## config.mk

```make
export PLATFORM = sky130hd
export DESIGN_NAME = featureCollector
export DESIGN_NICKNAME = d
export VERILOG_FILES = /design/src/logic/nnPkg.sv /design/src/logic/featureCollector.sv
export VERILOG_INCLUDE_DIRS = /design/src /design/src/logic
export SDC_FILE = /design/constraint.sdc
export NUM_CORES = 1
export LEC_CHECK = 0
export BUFFER_PORTS_ARGS = -buffer_cell sky130_fd_sc_hd__buf_2
export CAP_MARGIN = 0
export CELL_PAD_IN_SITES_DETAIL_PLACEMENT = 1
export CELL_PAD_IN_SITES_GLOBAL_PLACEMENT = 2
export CORE_ASPECT_RATIO = 1.2
export CORE_MARGIN = 2
export CORE_UTILIZATION = 49
export CTS_BUF_LIST = sky130_fd_sc_hd__clkbuf_4
export DETAILED_ROUTE_END_ITERATION = 16
export PLACE_DENSITY = 0.84
export SYNTH_ARGS = -nofsm -noshare
export SYNTH_HDL_FRONTEND = slang
export SYNTH_SLANG_ARGS = --single-unit
```

## constraint.sdc

```tcl
create_clock -name clk -period 14.54 [get_ports clk]
set_input_delay 0 -clock clk [delete_from_list [all_inputs] [get_ports clk]]
set_output_delay 0 -clock clk [all_outputs]
set_load 0.01 [all_outputs]
```

## src/logic/nnWeights.svh

```systemverilog
`ifndef NN_WEIGHTS_SVH
`define NN_WEIGHTS_SVH

	// hidden layer, one row of Q4 weights per neuron
	// first input pulls every neuron down
	localparam data_t hiddenWeights [NumHidden][NumInputs] = '{
		'{ -20,   7,  12,  -3,   5,  14,  -9,   2, -11,  18,   4,   6,  -7,  10, -15,
		     3,   9,  -5,   1,  -2,  13,  -8,   6,  11,  -4,  16,  -6,   2,   3,   8},
		'{ -18,  -6,   9,  15, -12,   3,   8,  -4,   7, -10,  11,   2, -13,   5,   9,
		    -7,   4,  12,  -3,   6,  -9,  14,   1,  -5,   8,  -2,  10, -11,   7,  -1},
		'{ -22,  11,  -4,   6,   9, -13,   2,  15,  -6,   3,  -8,  12,   4, -10,   7,
		    13,  -5,   2,   9, -14,   6,   3,  -7,  10,  -1,   5, -12,   8,   4,  -3},
		'{ -19,  -9,  14,   2,  -5,   8,  11, -12,   3,   6,  -2,  -7,  15,   1, -10,
		     4,  12,  -8,   5,   7,  -3, -11,   9,   2,  -6,  14,   3,  -4,  10, -13},
		'{ -24,   5, -11,  10,   3,  -6,  13,   7,  -9,  12,   1,  -4,   8, -14,   6,
		    -2,  11,   3, -10,   9,   5,  -7,  12,  -3,   6,  -1,  13,  -5,   2,   9},
		'{ -17,  13,   3,  -8,  11,   4,  -5,   9,  14,  -2, -12,   7,   1,   6, -11,
		     8,  -3,  10,  -6,   2,  15,   4,  -9, -13,   5,   7,  -1,  11,  -4,   3},
		'{ -21,  -3,   6,  12,  -7,  10,  -1, -14,   5,   9,  13, -10,   2,   8,   4,
		   -12,   7,  -2,  14,  -8,   1,  10,   3,   6, -11,  -4,   9,  -6,  12,   2},
		'{ -23,   8,  -7,   4,  14,  -1,   6,  -3,  12,  -9,   5,  10, -12,   3,  13,
		     6, -10,   8,   2,  11,  -4,  -6,  13,  -2,   7,   9, -14,   4,  -8,  10}
	};

	localparam data_t hiddenBias [NumHidden] = '{3, -2, 5, 0, -4, 7, 1, -1};

	// output layer, one row per class
	localparam data_t outWeights [NumClasses][NumHidden] = '{
		'{  14,  -6,   9,   3, -11,   5,   8,  -4},
		'{  -5,  12,  -3,  10,   6,  -9,   4,   7},
		'{   7,   4, -10,  -6,  13,   2,  -5,  11},
		'{  -8,   9,   6, -12,   3,  10,  -7,   5}
	};

	// classes 1 and 2 tie when all hidden outputs are zero
	localparam data_t outBias [NumClasses] = '{4, 11, 11, -6};

`endif

```

## src/logic/nnPkg.sv

```systemverilog
`default_nettype none

package nnPkg;

	////////////////////////////////////////////////////////////////////////////
	// widths and counts

	localparam int DataWidth = 8;
	localparam int AccWidth = 24; // 30 full products plus bias, with headroom
	localparam int FracBits = 4;

	localparam int NumInputs = 30;
	localparam int NumHidden = 8;
	localparam int NumClasses = 4;
	localparam int ClassWidth = 2;

	localparam int MaxData = 2 ** (DataWidth - 1) - 1;
	localparam int MinData = -(2 ** (DataWidth - 1));

	// layer select for the table lookups
	localparam int HiddenLayer = 0;
	localparam int OutputLayer = 1;

	typedef logic signed [DataWidth-1:0] data_t;
	typedef logic signed [AccWidth-1:0] acc_t;

`include "nnWeights.svh"

	////////////////////////////////////////////////////////////////////////////
	// quantization and lookups

	// rescale by FracBits, then clamp to the data range
	function automatic data_t quantize(acc_t acc, bit relu);
		acc_t shifted;
		shifted = acc >>> FracBits;
		if (relu && shifted < 0)
			return '0;
		if (shifted > acc_t'(MaxData))
			return data_t'(MaxData);
		if (shifted < acc_t'(MinData))
			return data_t'(MinData);
		return data_t'(shifted);
	endfunction

	function automatic data_t weightAt(int layerSel, int neuron, int idx);
		if (layerSel == HiddenLayer)
			return hiddenWeights[neuron][idx];
		return outWeights[neuron][idx];
	endfunction

	function automatic data_t biasAt(int layerSel, int neuron);
		if (layerSel == HiddenLayer)
			return hiddenBias[neuron];
		return outBias[neuron];
	endfunction

endpackage

`default_nettype wire

```

## src/logic/featureCollector.sv

```systemverilog
`default_nettype none

module featureCollector
	import nnPkg::*;
#(
	parameter int NumInputs = nnPkg::NumInputs
)
(
	input logic clk,
	input logic reset,
	input logic featureValid,
	input data_t featureData,
	output logic frameValid,
	output data_t frameVector [NumInputs]
);

	localparam int CountWidth = (NumInputs > 1) ? $clog2(NumInputs) : 1;

	logic [CountWidth-1:0] count;
	logic lastFeature;
	data_t shiftReg [NumInputs];
	data_t nextShift [NumInputs];

	assign lastFeature = (count == CountWidth'(NumInputs - 1));

	// oldest feature ends up at index 0
	always_comb
	begin
		for (int i = 0; i < NumInputs - 1; i++)
			nextShift[i] = shiftReg[i + 1];
		nextShift[NumInputs - 1] = featureData;
	end

	always_ff @(posedge clk)
	begin
		if (reset)
		begin
			count <= '0; // partial frame dropped
			frameValid <= 1'b0;
		end
		else
		begin
			frameValid <= featureValid && lastFeature;
			if (featureValid)
				count <= lastFeature ? '0 : count + 1'b1;
		end
	end

	always_ff @(posedge clk)
	begin
		if (featureValid)
			shiftReg <= nextShift;
		if (featureValid && lastFeature)
			frameVector <= nextShift; // held until next frame completes
	end

	countInRange: assert property (@(posedge clk) disable iff (reset)
		{1'b0, count} < (CountWidth + 1)'(NumInputs));

endmodule

`default_nettype wire

```

# Word-level counts from Yosys, hierarchy flattened
# Index checks and enable logic that the tools add are counted.
# word_totals
output_inout_bits	241
wordCells	65
input_bits	11
ff_bits	478
# op_classes
n_eq_ne	1
n_reduce_logical	1
addsub	1
mux	1
# ops
cell	count
adder 5 x 1 -> 5 bit, second input constant	1
== test 5 bit, second input constant	1
2-to-1 mux 5 bit	1
logical AND 1 bit	1

# Depth between registers and ports, before layout
# depth
word_depth	2
mapped_depth	4
depth_no_buf	4

# Worst setup path after synthesis
# No wires, ideal clock.
# synth_timing
path_kind	reg2reg
startpoint	register count[0]
endpoint	register frameVector[0] in the netlist's numbering, enable pin
slack_ns	7.941
setup_time_ns	0.626
synth_period_minus_slack_ns	6.599
n_path_buf	0
stages_incl_launch_ff	3
required_ns	13.914
arrival_ns	5.973
path_cell_list	dfxtp_1 > ha_1 > and4_1
# synth_via
elab_chain_cells	2
# synth_lines
element	line_no	rtl
start: declaration	featureCollector.sv:19	logic [CountWidth-1:0] count;
start signal: assignment	featureCollector.sv:45	count <= lastFeature ? '0 : count + 1'b1;
== test 5 bit	featureCollector.sv:24	assign lastFeature = (count == CountWidth'(NumInputs - 1));
logical AND 1 bit	featureCollector.sv:53	if (featureValid && lastFeature)
end signal: assignment	featureCollector.sv:54	frameVector <= nextShift;
end: declaration	featureCollector.sv:14	output data_t frameVector [NumInputs]
# No other way between the ends.
# A chain may end at the register's enable or synchronous reset.

# Worst setup path in the final report
# layout_timing
startpoint	input port featureValid
endpoint	register frameVector[90] in the netlist's numbering, enable pin
# layout_via
elab_chain_cells	1
# layout_lines
element	line_no	rtl
start: declaration	featureCollector.sv:11	input logic featureValid,
logical AND 1 bit	featureCollector.sv:53	
# No other way between the ends.

==> run_summary.xml <==
<?xml version="1.0" encoding="UTF-8"?>
<metrics>
  <group name="run_status">
    <metric name="run_status" unit="">completed</metric>
  </group>
  <group name="logic_synthesis">
    <metric name="ys.warnings.count" unit="">0</metric>
    <metric name="synth-seq-area-share" unit="%">99.0</metric>
    <metric name="synthesized_instance_count" unit="">498</metric>
    <metric name="synth_area_per_cell" unit="µm²">29.0</metric>
    <metric name="post_syn_nets" unit="">511</metric>
    <metric name="ys_types" unit="">14</metric>
    <metric name="mappedNetlistArea" unit="µm²">14400</metric>
    <metric name="ys_seq_elements" unit="">478</metric>
    <metric name="fraction_of_post_synthesis_cell_area_in_the_top_cell_type_by_area" unit="%">98.2</metric>
    <metric name="synth.top_cells.by_area" unit="">edfxtp_1, dfxtp_1, xor2_1</metric>
    <metric name="synth_area_leader_cell" unit="">edfxtp_1</metric>
  </group>
  <group name="finish">
    <metric name="drive_gt1_share" unit="%">44.7</metric>
    <metric name="fin_nets" unit="">897</metric>
    <metric name="instances_no_fill" unit="">1356</metric>
    <metric name="area_growth" unit="%">23.3</metric>
    <metric name="fin_util" unit="%">61.7</metric>
    <metric name="final.fill_count" unit="">2485</metric>
    <metric name="sequential_cell_area" unit="µm²">14300</metric>
    <metric name="multi_input_area" unit="µm²">141</metric>
  </group>
  <group name="power">
    <metric name="power.net_switching" unit="µW">524</metric>
    <metric name="power_frac_comb" unit="%">0.8</metric>
    <metric name="power_report.internal_total" unit="mW">2.09</metric>
    <metric name="cellPowerDensity" unit="nW/µm²">147</metric>
    <metric name="ir_worst_vdd" unit="mV">0.110</metric>
    <metric name="static-leakage-power" unit="nW">6.47</metric>
    <metric name="sw_frac_of_total" unit="%">20.1</metric>
    <metric name="clock_power_share" unit="%">38.7</metric>
    <metric name="share_of_power_burned_in_registers" unit="%">60.5</metric>
  </group>
  <group name="grt">
    <metric name="grt_use_met2" unit="%">28.9</metric>
    <metric name="groute.layer.met3.usage" unit="%">6.78</metric>
    <metric name="grt.met1_usage" unit="%">19.9</metric>
    <metric name="grt_first_pass_wirelength" unit="mm">39.7</metric>
    <metric name="grt-busiest-layer" unit="">met2</metric>
    <metric name="antenna_found_initial" unit="">1</metric>
    <metric name="first_global_vias" unit="">6966</metric>
    <metric name="grt_max_degree" unit="">99</metric>
    <metric name="globalRouteOverflowTotal" unit="">0</metric>
    <metric name="grt_use_total" unit="%">17.3</metric>
  </group>
  <group name="cts">
    <metric name="clock_sink_count" unit="">478</metric>
    <metric name="cts.reportedPaths.clkPinSlew" unit="ps">60</metric>
    <metric name="postCtsSetupRepairBufs" unit="">0</metric>
    <metric name="cts-buffers-inserted" unit="">109</metric>
    <metric name="cts_tree" unit="">done</metric>
    <metric name="clock_tree_root" unit="">clkbuf_4</metric>
    <metric name="htree_num_levels" unit="">3</metric>
    <metric name="insertion_delay" unit="ps">700</metric>
    <metric name="clock_tree.buffer_depth" unit="">3</metric>
  </group>
  <group name="setup_path">
    <metric name="critPathMostFrequentCell" unit="">buf_4</metric>
    <metric name="worst-endpoint-arrival" unit="ps">3770</metric>
    <metric name="critPathLaunch" unit="">featureValid</metric>
    <metric name="worst_ep_required_time" unit="ps">14850</metric>
    <metric name="ff2ff_path_depth" unit="">4</metric>
    <metric name="setup.reg_to_reg.worst_slack" unit="ps">11270</metric>
    <metric name="path_cells" unit="">dlygate4sd3_1 -&gt; buf_8 -&gt; and2_1 -&gt; and4_4 -&gt; buf_4 -&gt; buf_4</metric>
    <metric name="timing.rr.end" unit="">frameVector[90]</metric>
    <metric name="slowest_stage_delay_on_critical_path" unit="ps">820</metric>
    <metric name="crit_path_end" unit="">frameVector[90]</metric>
    <metric name="crit_path_start_kind" unit="">input pin</metric>
    <metric name="critical_path.reg2reg.startpoint" unit="">count[0]</metric>
    <metric name="critical_path_peak_fanout" unit="">98</metric>
    <metric name="cell_with_the_largest_stage_delay_on_the_worst_path" unit="">buf_4</metric>
    <metric name="worstSetupEndpointType" unit="">flip-flop</metric>
    <metric name="path_class" unit="">input pin to flip-flop</metric>
  </group>
  <group name="floorplanning">
    <metric name="die-area" unit="µm²">30900</metric>
    <metric name="floorplan.die.width" unit="µm">161</metric>
    <metric name="io_pins" unit="">252</metric>
    <metric name="die-height" unit="µm">192</metric>
    <metric name="start_util" unit="%">50.1</metric>
    <metric name="core" unit="µm²">28800</metric>
    <metric name="std_cell_rows" unit="">68</metric>
  </group>
  <group name="sta">
    <metric name="worst-slew-pin-transition" unit="ps">988</metric>
    <metric name="max_slew_violation_total_from_the_final_report" unit="">0</metric>
    <metric name="setup_violations" unit="">0</metric>
    <metric name="fin_crit_sh" unit="%">23.7</metric>
    <metric name="finClkSkew" unit="ps">24.0</metric>
    <metric name="setup_tns" unit="ps">0</metric>
    <metric name="final.setup.worst_slack" unit="ps">11090</metric>
    <metric name="hold_violations" unit="">0</metric>
    <metric name="final_period_minus_worst_setup_slack" unit="ps">3450</metric>
    <metric name="slew_headroom" unit="%">34.1</metric>
    <metric name="maxClockFrequency" unit="MHz">290</metric>
    <metric name="rsz_0062_raised_after_global_routing" unit="">no</metric>
  </group>
  <group name="drt">
    <metric name="initialDrtViolationCount" unit="">336</metric>
    <metric name="antenna_violating_nets_post_route" unit="">0</metric>
    <metric name="detailed_routing_iteration_count_for_the_pre_antenna_repair_pass" unit="">6</metric>
    <metric name="detailroute.via_count" unit="">6357</metric>
    <metric name="drc" unit="">0</metric>
    <metric name="detail_route.wirelength" unit="mm">26.4</metric>
    <metric name="detail_route.vias_per_cell" unit="">4.69</metric>
    <metric name="detail_route.wl_per_cell" unit="µm">19.5</metric>
  </group>
  <group name="placed_design">
    <metric name="dpl_worst_slack" unit="ps">10890</metric>
    <metric name="place.port_buffers" unit="">251</metric>
    <metric name="place_hpwl" unit="mm">15.8</metric>
    <metric name="routabilityCongestion" unit="">0.758</metric>
    <metric name="dp.cells" unit="">1139</metric>
  </group>
  <group name="run">
    <metric name="max_cap_viol_count" unit="">0</metric>
  </group>
  <group name="hold_path">
    <metric name="hold_path_class" unit="">input pin to flip-flop</metric>
  </group>
</metrics>
layer usage:
layer | part of all wire (%) | wire (µm) | up-vias
li1 | - | - | 2880
met1 | 38 | 10200 | 3155
met2 | 51 | 13500 | 283
met3 | 8.3 | 2200 | 39
met4 | 2.1 | 561 | 0
met5 | 0 | 0 | -
registers in the layout, indices dropped and copies added, names as in the netlist:
register / flops
frameVector: 240
nextShift: 232
count: 5
frameValid: 1
how the worst min path moves through the flow:
stage | start | end | slack [ps] | cells past startpoint
after global routing | reset | count[1] | 270 | 4
after detailed placement | featureData[6] | frameVector[6] | 190 | 1
after floorplan | reset | frameValid | 70 | 1
after CTS | reset | count[3] | 220 | 4
final | reset | count[1] | 310 | 4
after global placement | featureData[2] | frameVector[2] | 190 | 1
stage by stage:
| step | hold WS (ps) | power (mW) | area [µm²] |
|---|---|---|---|
| 2_1_floorplan | 71.6 | 1.60 | 14400 |
| 3_3_place_gp | 188 | 1.62 | 16200 |
| 3_5_place_dp | 192 | 1.63 | 16200 |
| 4_1_cts | 220 | 2.65 | 17800 |
| 5_1_grt | 266 | 2.73 | 17800 |
| 6_report | 307 | 2.61 | 17800 |
critical path, delay by kind of cell:
kind	cells	cell delay, ps
simple gates	2	880
buf+inv	4	2720
area by class of cell:
class / instances / area share (%)
inverter: 1 / 0.0211
timing repair buffer: 275 / 8.40
tap: 385 / 2.71
sequential: 478 / 80.3
clock inverter: 30 / 0.696
antenna: 1 / 0.0141
clock buffer: 167 / 7.05
multi-input combinational: 19 / 0.795
logic make-up after synthesis:
logic type      after synthesis  share of synthesized area [%]
flops                       478                           99.0
simple gates                 11                          0.390
xor+xnor                      4                          0.243
compound gates                2                          0.156
fa+ha+maj                     2                          0.173
buf+inv                       1                         0.0260
cells in the mapped netlist, drive strengths merged:
master    n
a211oi    1
a41o      1
and2      1
and4      1
dfxtp     6
edfxtp  472
ha        2
inv       1
nand2     1
nand4     2
nor2      5
nor2b     1
xnor2     1
xor2      3
layout by cell type (no fill, tap or decap):
master         Yosys  layout
and4_4             0       1
dfxtp_1            6       6
edfxtp_1         472     472
nor2_1             5       5
buf_8              0       1
a211oi_2           1       1
xor2_1             3       3
and2_1             1       1
buf_4              0       5
clkinv_2           0       9
dlygate4sd3_1      0      19
xnor2_1            1       1
ha_1               2       2
diode_2            0       1
nand4_1            2       2
nand2_1            1       1
clkinv_1           0      21
a41o_1             1       1
nor2b_1            1       1
clkbuf_4           0     167
inv_1              1       1
buf_2              0     250
power groups by stage:
stage	Sequential [mW]	Combinational [mW]	Clock, mW
after floorplan	1.60	0.00198	0
after CTS	1.58	0.0218	1.05
final	1.58	0.0217	1.01
after detailed placement	1.61	0.0182	0
after global placement	1.60	0.0164	0
after global routing	1.58	0.0243	1.12
repair_timing:
action	CTS	global route
hold buffers	19	0
resized for setup	0	0
hold endpoints to repair	117	0
Note: power is estimated with default switching activity, not from simulation.
