==> src/logic/nnWeights.svh <==
`ifndef NN_WEIGHTS_SVH
`define NN_WEIGHTS_SVH

	// hidden layer, one row of Q4 weights per neuron
	// first input pulls every neuron down
	localparam data_t hiddenWeights [NumHidden][NumInputs] = '{
		'{ -20,   7,  12,  -3,   5,  14,  -9,   2, -11,  18,   4,   6,  -7,  10, -15,
		     3,   9,  -5,   1,  -2,  13,  -8,   6,  11,  -4,  16,  -6,   2,   3,   8},
		'{ -18,  -6,   9,  15, -12,   3,   8,  -4,   7, -10,  11,   2, -13,   5,   9,
		    -7,   4,  12,  -3,   6,  -9,  14,   1,  -5,   8,  -2,  10, -11,   7,  -1},
		'{ -22,  11,  -4,   6,   9, -13,   2,  15,  -6,   3,  -8,  12,   4, -10,   7,
		    13,  -5,   2,   9, -14,   6,   3,  -7,  10,  -1,   5, -12,   8,   4,  -3},
		'{ -19,  -9,  14,   2,  -5,   8,  11, -12,   3,   6,  -2,  -7,  15,   1, -10,
		     4,  12,  -8,   5,   7,  -3, -11,   9,   2,  -6,  14,   3,  -4,  10, -13},
		'{ -24,   5, -11,  10,   3,  -6,  13,   7,  -9,  12,   1,  -4,   8, -14,   6,
		    -2,  11,   3, -10,   9,   5,  -7,  12,  -3,   6,  -1,  13,  -5,   2,   9},
		'{ -17,  13,   3,  -8,  11,   4,  -5,   9,  14,  -2, -12,   7,   1,   6, -11,
		     8,  -3,  10,  -6,   2,  15,   4,  -9, -13,   5,   7,  -1,  11,  -4,   3},
		'{ -21,  -3,   6,  12,  -7,  10,  -1, -14,   5,   9,  13, -10,   2,   8,   4,
		   -12,   7,  -2,  14,  -8,   1,  10,   3,   6, -11,  -4,   9,  -6,  12,   2},
		'{ -23,   8,  -7,   4,  14,  -1,   6,  -3,  12,  -9,   5,  10, -12,   3,  13,
		     6, -10,   8,   2,  11,  -4,  -6,  13,  -2,   7,   9, -14,   4,  -8,  10}
	};

	localparam data_t hiddenBias [NumHidden] = '{3, -2, 5, 0, -4, 7, 1, -1};

	// output layer, one row per class
	localparam data_t outWeights [NumClasses][NumHidden] = '{
		'{  14,  -6,   9,   3, -11,   5,   8,  -4},
		'{  -5,  12,  -3,  10,   6,  -9,   4,   7},
		'{   7,   4, -10,  -6,  13,   2,  -5,  11},
		'{  -8,   9,   6, -12,   3,  10,  -7,   5}
	};

	// classes 1 and 2 tie when all hidden outputs are zero
	localparam data_t outBias [NumClasses] = '{4, 11, 11, -6};

`endif

==> src/logic/nnPkg.sv <==
`default_nettype none

package nnPkg;

	////////////////////////////////////////////////////////////////////////////
	// widths and counts

	localparam int DataWidth = 8;
	localparam int AccWidth = 24; // 30 full products plus bias, with headroom
	localparam int FracBits = 4;

	localparam int NumInputs = 30;
	localparam int NumHidden = 8;
	localparam int NumClasses = 4;
	localparam int ClassWidth = 2;

	localparam int MaxData = 2 ** (DataWidth - 1) - 1;
	localparam int MinData = -(2 ** (DataWidth - 1));

	// layer select for the table lookups
	localparam int HiddenLayer = 0;
	localparam int OutputLayer = 1;

	typedef logic signed [DataWidth-1:0] data_t;
	typedef logic signed [AccWidth-1:0] acc_t;

`include "nnWeights.svh"

	////////////////////////////////////////////////////////////////////////////
	// quantization and lookups

	// rescale by FracBits, then clamp to the data range
	function automatic data_t quantize(acc_t acc, bit relu);
		acc_t shifted;
		shifted = acc >>> FracBits;
		if (relu && shifted < 0)
			return '0;
		if (shifted > acc_t'(MaxData))
			return data_t'(MaxData);
		if (shifted < acc_t'(MinData))
			return data_t'(MinData);
		return data_t'(shifted);
	endfunction

	function automatic data_t weightAt(int layerSel, int neuron, int idx);
		if (layerSel == HiddenLayer)
			return hiddenWeights[neuron][idx];
		return outWeights[neuron][idx];
	endfunction

	function automatic data_t biasAt(int layerSel, int neuron);
		if (layerSel == HiddenLayer)
			return hiddenBias[neuron];
		return outBias[neuron];
	endfunction

endpackage

`default_nettype wire

==> src/logic/argmaxSelect.sv <==
`default_nettype none

module argmaxSelect
	import nnPkg::*;
#(
	parameter int NumClasses = nnPkg::NumClasses
)
(
	input logic clk,
	input logic reset,
	input logic inValid,
	input data_t scores [NumClasses],
	output logic outValid,
	output logic [ClassWidth-1:0] bestClass,
	output data_t bestScore
);

	logic [ClassWidth-1:0] winIdx;
	data_t winScore;

	// strict compare keeps the lowest index on a tie
	always_comb
	begin
		winIdx = '0;
		winScore = scores[0];
		for (int c = 1; c < NumClasses; c++)
		begin
			if (scores[c] > winScore)
			begin
				winIdx = ClassWidth'(c);
				winScore = scores[c];
			end
		end
	end

	always_ff @(posedge clk)
	begin
		if (reset)
			outValid <= 1'b0;
		else
			outValid <= inValid;
	end

	always_ff @(posedge clk)
	begin
		if (inValid)
		begin
			bestClass <= winIdx;
			bestScore <= winScore;
		end
	end

endmodule

`default_nettype wire

==> config.mk <==
export PLATFORM = sky130hd
export DESIGN_NAME = argmaxSelect
export DESIGN_NICKNAME = d
export VERILOG_FILES = /design/src/logic/nnPkg.sv /design/src/logic/argmaxSelect.sv
export VERILOG_INCLUDE_DIRS = /design/src /design/src/logic
export SDC_FILE = /design/constraint.sdc
export NUM_CORES = 1
export LEC_CHECK = 0
export BUFFER_PORTS_ARGS = -buffer_cell sky130_fd_sc_hd__buf_2
export CAP_MARGIN = 20
export CORE_ASPECT_RATIO = 1.1
export CORE_MARGIN = 2
export CORE_UTILIZATION = 45
export DETAILED_ROUTE_END_ITERATION = 8
export PLACE_DENSITY = 0.75
export SLEW_MARGIN = 0
export SYNTH_ARGS = -nofsm -noshare
export SYNTH_HDL_FRONTEND = slang
export SYNTH_SLANG_ARGS = --single-unit
export TNS_END_PERCENT = 1
==> constraint.sdc <==
create_clock -name clk -period 5.1 [get_ports clk]
set_input_delay 0.51 -clock clk [delete_from_list [all_inputs] [get_ports clk]]
set_output_delay 0.51 -clock clk [all_outputs]
set_load 0.02 [all_outputs]
* After elaboration in Yosys (flattened, before gate mapping) *
Index checks and enable logic that the tools add are counted.

storage, ports and cells
  flip-flop bits (word level) = 11
  word-level logic and storage cells = 13

cells by class
  order comparisons = 3
  mux-type cells = 5
  reduce and logical (&&, ||, !) cells = 1

operators with widths
  operator                       count
  8-bit greater-than comparator  3
  8-bit two-way mux              3
  1-bit two-way mux              2
  2-bit OR reduction             1

* Logic depth before layout (Yosys ltp) *
Gate-level depths: netlist (run 1).

  depth after elaboration = 6
  depth in mapped cells = 27

* Least setup slack after synthesis (run 1) *
Ideal clock, no wire load.

  path kind = in2reg
  start point = in scores[29] in the netlist's numbering
  end point = reg bestScore[7], data pin
  arrival time = 5.007 ns
  slack = -0.164 ns
  stages = 24
  path through = inv_1 > ha_1 > a21o_1 > a2111oi_4 > o211ai_2 > and3_4 > buf_6 > mux2i_1 > ha_1 > a21o_1 > a211o_1 > nor3b_1 > o31ai_2 > or2_1 > a31oi_2 > ha_1 > nor2b_1 > o21a_1 > o21ai_1 > a21oi_1 > o2111ai_1 > nand2_1 > buf_2 > a22o_1

on the way
  word-level cells in the longest chain between the ends = 6

ends and longest elaborated chain
  item                           RTL line            RTL
  start, declared                argmaxSelect.sv:12  input data_t scores [NumClasses],
  8-bit greater-than comparator  argmaxSelect.sv:28  if (scores[c] > winScore)
  8-bit two-way mux (*)          argmaxSelect.sv:28
  8-bit greater-than comparator  argmaxSelect.sv:28
  8-bit two-way mux (*)          argmaxSelect.sv:28
  8-bit greater-than comparator  argmaxSelect.sv:28
  8-bit two-way mux (*)          argmaxSelect.sv:28
  via winScore[7]                argmaxSelect.sv:19  data_t winScore;
  end signal, assigned           argmaxSelect.sv:49  bestScore <= winScore;
  end, declared                  argmaxSelect.sv:15  output data_t bestScore

The timed path passes the listed nets; every way through them passes the cells marked *.
A chain may end at the register's enable or synchronous reset.

* Final worst setup path (run 1) *
  start point = in scores[29] in the netlist's numbering
  end point = reg bestScore[5], data pin

The elaborated chain is that of the path after synthesis.

==> impl_metrics.yaml, run 1 <==
cts:
  path_clk_slew_ns: 0.06
  cts_made_buffers: 3
  htree_levels: 1
  cts.sinks: 11
  cts_tree: "yes"
  clock-root-buffer: "clkbuf_4"
  hold_buffers: 0
  cts_buffer_depth: 2
route:
  vias_per_cell: 5.50
  first_pass_iters: 4
  drtIter0Drc: 22
  wl_met2_um: 2110
  wl_met3_um: 177
  m1WireLength_um: 1430
  postRouteAntennaNets: 0
  dr.max_layer_used: "met4"
  dr_total_vias: 1484
  drc: 0
  wl_per_cell_um: 13.8
  drt_wl_total_um: 3730
placed_design:
  dp_slack_ns: -0.334
  port_buffers: 45
  dp_hpwl_um: 3190
  gp_congestion: 0.894
timing:
  finalHoldViolations: 0
  hold_ws_ns: 0.399
  timing.final.max_slew_violations: 0
  setup_violations: 0
  setup_tns_ns: 0
  worst_pin_slew_ns: 0.375
  fin_crit_ns: 5.02
  fin_crit_sh: 0.984
  timing.slew.headroom: 0.750
  rsz0062_at_grt: "yes"
  setup_slack_ns: 0.0822
  fmax_ghz: 0.199
pwr:
  p_leak_uw: 0.000967
  power_uw: 706
  peakVddDrop_uv: 265
  power-per-cell-area_nw_per_um2: 341
setup_path:
  crit_start: "scores[29]"
  critPathKind: "in -> reg"
  slowest_delay_ns: 0.45
  crit_slowest_cell: "a2111oi_4"
  cp_max_fo: 6
  start_kind: "input port"
  endpoint_kind: "flop"
  arrival_ns: 5.03
  worstPathRequired_ns: 5.11
  worstPathCellList: "buf_6 -> inv_4 -> ha_4 -> a21o_1 -> a2111oi_4 -> o211ai_2 -> and3_4 -> mux2i_2 -> ha_1 -> a21o_1 -> a211o_1 -> nor3b_2 -> o31ai_4 -> a21o_1 -> buf_4 -> nand2_4 -> o21ai_1 -> ha_1 -> and4_1 -> nand4_1 -> o211ai_1 -> o21a_1 -> nand2_2 -> a22o_1"
  crit_top_cell: "a21o_1"
logic_synthesis:
  ys_seq_area_frac: 0.221
  yosysTopAreaCell: "edfxtp_1"
  synth_area_leaders: "edfxtp_1 (21%), ha_1 (19%), mux2i_1 (4.8%), o21ai_1 (3.8%), a21oi_2 (3.0%)"
  yosys.area.top_type_share: 0.207
  synth_warnings: 0
  avgSynthCellArea_um2: 9.35
  synth-main-ff-cell: "edfxtp_1"
  synth.most_common_cell: "ha_1"
  post_synth_instance_area_um2: 1450
  synthCells: 155
  async_flop_share: 0
  synth_edf_count: 10
  ys_seq_elements: 11
  yosysUniqueCellTypes: 46
  synth_commonest_cells: "ha_1 (22), inv_1 (11), o21ai_1 (11), edfxtp_1 (10), nor2_1 (9)"
  synth_nets: 212
hold_path:
  min_from: "reset"
  holdPathEnd: "outValid$_SDFF_PP0_"
  holdPathStages: 2
  hp-class: "in -> reg"
floorplan:
  die_area_um2: 3690
  initial_utilization: 0.475
  core_um2: 3050
  rows: 21
  die_h_um: 63.5
  io_pins: 46
  die_w_um: 58.1
grt:
  grt_pass1_wl_um: 5860
  grt_use_total: 0.197
  grt_max_degree: 13
  grt-ovfl-total: 0
  grt_pass1_vias: 1454
  antenna_found_initial: 0
run:
  drv_cap: 0
finish:
  regArea_um2: 320
  drive_above_1_share: 0.496
  multi_input_comb_area_um2: 1130
  final_net_count: 294
  fillerInstances: 259
  antenna_cells: 0
  area_growth_pct: 43.0
run_status:
  outcome: "complete, no violations"
==> how the worst max path moves through the flow <==
stage                     slack (ns)                      to  cells past startpoint
after floorplan               0.0008  bestScore[7]$_DFFE_PP_                     25
after global placement         -0.13  bestScore[6]$_DFFE_PP_                     23
after detailed placement       -0.33  bestScore[7]$_DFFE_PP_                     23
after CTS                       0.03  bestScore[5]$_DFFE_PP_                     22
after global routing           -0.19  bestScore[2]$_DFFE_PP_                     24
final                           0.08  bestScore[5]$_DFFE_PP_                     24
==> final cells by class <==
cell class / count / area share
repair buffers: 81 / 0.244
well taps: 34 / 0.0205
flip-flops and latches: 11 / 0.155
multi-input cells: 129 / 0.547
inverters: 11 / 0.0211
clock buffers: 4 / 0.0127
==> placed cells by master, fill, tap and decap left out, types with 3 or more instances in the layout <==
| cell type | instances |
|---|---|
| mux2i_1 | 4 |
| o211ai_1 | 5 |
| o21ai_0 | 3 |
| nand2_1 | 5 |
| a22o_1 | 5 |
| a21oi_2 | 7 |
| buf_4 | 35 |
| inv_1 | 10 |
| clkbuf_4 | 3 |
| nor2b_1 | 5 |
| ha_1 | 19 |
| nand4_1 | 4 |
| edfxtp_1 | 10 |
| nor2_1 | 8 |
| o21ai_1 | 12 |
| a21oi_1 | 5 |
| buf_2 | 44 |
| a21o_1 | 4 |
==> repair_timing <==
action,CTS,global route
pin swaps,0,28
gates cloned,0,1
setup buffers,0,4
endpoints found under the setup margin,5,10
resized for setup,1,19
==> layer usage <==
metal  vias up  GRT usage
met4         0     0.0436
met3         2     0.0164
met5         -          0
met2        45      0.399
met1       680      0.212
li1        757          -
==> stage by stage <==
stage / instances / area, um^2 / util
3_3_place_gp: 261 / 1920 / 0.630
4_1_cts: 265 / 1950 / 0.639
6_report: 270 / 2070 / 0.680
3_5_place_dp: 261 / 1920 / 0.630
5_1_grt: 270 / 2070 / 0.680
2_1_floorplan: 155 / 1460 / -
==> power breakdown <==
group	total (uW)	internal (uW)	switching (uW)	leakage, uW
Sequential	147	141	5.49	0.000106
Combinational	504	239	265	0.000846
Clock	55.3	30.2	25.1	0.0000150
==> critical path, delay by kind of cell <==
family | cells | cell delay (ns)
buffers and inverters | 3 | 0.31
AND/OR/NAND/NOR | 6 | 0.99
adder cells (fa/ha/maj) | 3 | 0.78
AO/OA/AOI/OAI | 11 | 2.24
multiplexers | 1 | 0.20
==> registers in the layout, indices dropped and copies added (netlist names) <==
signal / cells
outValid: 1
bestClass: 2
bestScore: 8
==> logic make-up after synthesis <==
| family | synth area share |
|---|---|
| AOI/OAI and AO/OA | 0.319 |
| and+or+nand+nor | 0.144 |
| adders and majority gates | 0.190 |
| buffers and inverters | 0.0579 |
| DFF | 0.221 |
| muxes | 0.0561 |
| xor gates and xnor gates | 0.0121 |
No activity file was read; power rests on OpenSTA's default activity.
==> run 2: changes to the inputs <==
==> constraint.sdc (replaced) <==
create_clock -name clk -period 5.1 [get_ports clk]
set_input_delay 0.765 -clock clk [delete_from_list [all_inputs] [get_ports clk]]
set_output_delay 0.765 -clock clk [all_outputs]
set_load 0.02 [all_outputs]
==> impl_metrics.yaml, run 2 (synthesis results as in run 1) <==
run_status:
  violations: "negative setup slack"
  outcome: "complete, but fails checks"
setup_path:
  start_kind: "input port"
  cp_max_fo: 8
  endpoint_kind: "flop"
  worstPathRequired_ns: 5.11
  arrival_ns: 5.23
  critPathKind: "in -> reg"
cts:
  cts.sinks: 11
  hold_buffers: 0
  cts_setup_buffers: 0
  clock-root-buffer: "clkbuf_4"
  htree_levels: 1
  cts_made_buffers: 3
  cts_buffer_depth: 2
  cts_tree: "yes"
  path_clk_slew_ns: 0.06
route:
  vias_per_cell: 5.71
  wl_per_cell_um: 14.7
  first_pass_iters: 5
  drtIter0Drc: 39
  drt_wl_total_um: 4010
  postRouteAntennaNets: 0
  dr_total_vias: 1553
  drc: 0
floorplan:
  io_pins: 46
  core_um2: 3050
  die_w_um: 58.1
  initial_utilization: 0.475
  die_area_um2: 3690
  die_h_um: 63.5
  rows: 21
pwr:
  power_uw: 707
  p_leak_uw: 0.000983
  power-per-cell-area_nw_per_um2: 341
  peakVddDrop_uv: 243
placed_design:
  dpl_cell_area_um2: 1990
  port_buffers: 45
  placedCellCount: 267
  gp_congestion: 0.838
  dp_slack_ns: -0.570
  dp_hpwl_um: 3440
finish:
  regMostFlops: "bestScore"
  drive_above_1_share: 0.483
  final_cell_mix: "buf_2 (44), buf_4 (38), ha_1 (21)"
  fin_area_um2: 2070
  layoutNonFillerInstCount: 272
  final_common_cell: "buf_2"
  final_net_count: 296
  antenna_cells: 0
  reg.largest.list: "bestScore x8, bestClass x2, outValid x1"
  largest_register_ffs: 8
  area_growth_pct: 42.9
grt:
  grt_pass1_wl_um: 6780
  antenna_found_initial: 0
  grt-ovfl-total: 0
  grt_pass1_vias: 1641
  grt_use_total: 0.229
  grt_max_degree: 12
timing:
  fin_crit_sh: 1.02
  timing.final.max_slew_violations: 0
  setup_violations: 10
  fmax_ghz: 0.192
  hold_ws_ns: 0.653
  worst_pin_slew_ns: 0.394
  finalHoldViolations: 0
  setup_slack_ns: -0.117
  fin_crit_ns: 5.22
  timing.slew.headroom: 0.737
  rsz0062_at_grt: "yes"
run:
  drv_cap: 0
hold_path:
  hp-class: "in -> reg"
-- run 2: report_power, final --
part	leakage [uW]	internal, uW	total [uW]	switching, uW
Sequential	0.000106	141	146	5.20
Combinational	0.000861	236	504	268
Clock	0.0000150	30.2	56.4	26.2
-- run 2: through the flow --
| step | utilization | TNS, ns |
|---|---|---|
| CTS | 0.677 | -0.756 |
| floorplan | - | -1.19 |
| global route | 0.679 | -3.27 |
| detailed placement | 0.654 | -4.97 |
| global placement | 0.654 | -2.90 |
| finish | 0.679 | -0.869 |
-- run 2: worst max-delay path: stages --
cell and delay (ns):
buf_4 0.14, inv_12 0.03, ha_4 0.23, a21o_1 0.18, a2111oi_4 0.41, o211ai_2 0.13, and3_4 0.20, mux2i_2 0.20
ha_1 0.27, a21o_1 0.16, a211o_1 0.28, nor3b_2 0.18, o31ai_2 0.11, a21o_1 0.21, buf_6 0.16, nand2_4 0.10
o21ai_1 0.07, ha_1 0.33, and4_1 0.19, nand4_1 0.13, o211ai_1 0.13, o21a_1 0.23, nand2_2 0.13, a22o_1 0.24
-- run 2: final timing paths --
check                 depth (start not counted)  slack, ns  startpoint                      to
worst max-delay path                         24      -0.12  scores[29]  bestScore[4]$_DFFE_PP_
worst min-delay path                          2       0.65       reset     outValid$_SDFF_PP0_
-- run 2: area by class of cell --
type	instances	area [um^2]
Clock buffer	4	26.3
Timing Repair Buffer	83	517
Inverter	11	53.8
Fill cell	250	977
Tap cell	34	42.5
Multi-Input combinational cell	129	1110
Sequential cell	11	320
-- run 2: repair_timing --
action,4_1_cts,5_1_grt
cloned,1,0
gates resized for setup,12,1
pin swaps,6,3
endpoints found under the setup margin,10,10
-- run 2: routing by layer --
layer	wire length, um	part of all wire	track usage	up-vias
met4	66	0.016	0.0901	0
met1	1470	0.37	0.224	718
met3	189	0.047	0.0123	8
li1	-	-	-	769
met2	2280	0.57	0.473	58
met5	0	0	0	-
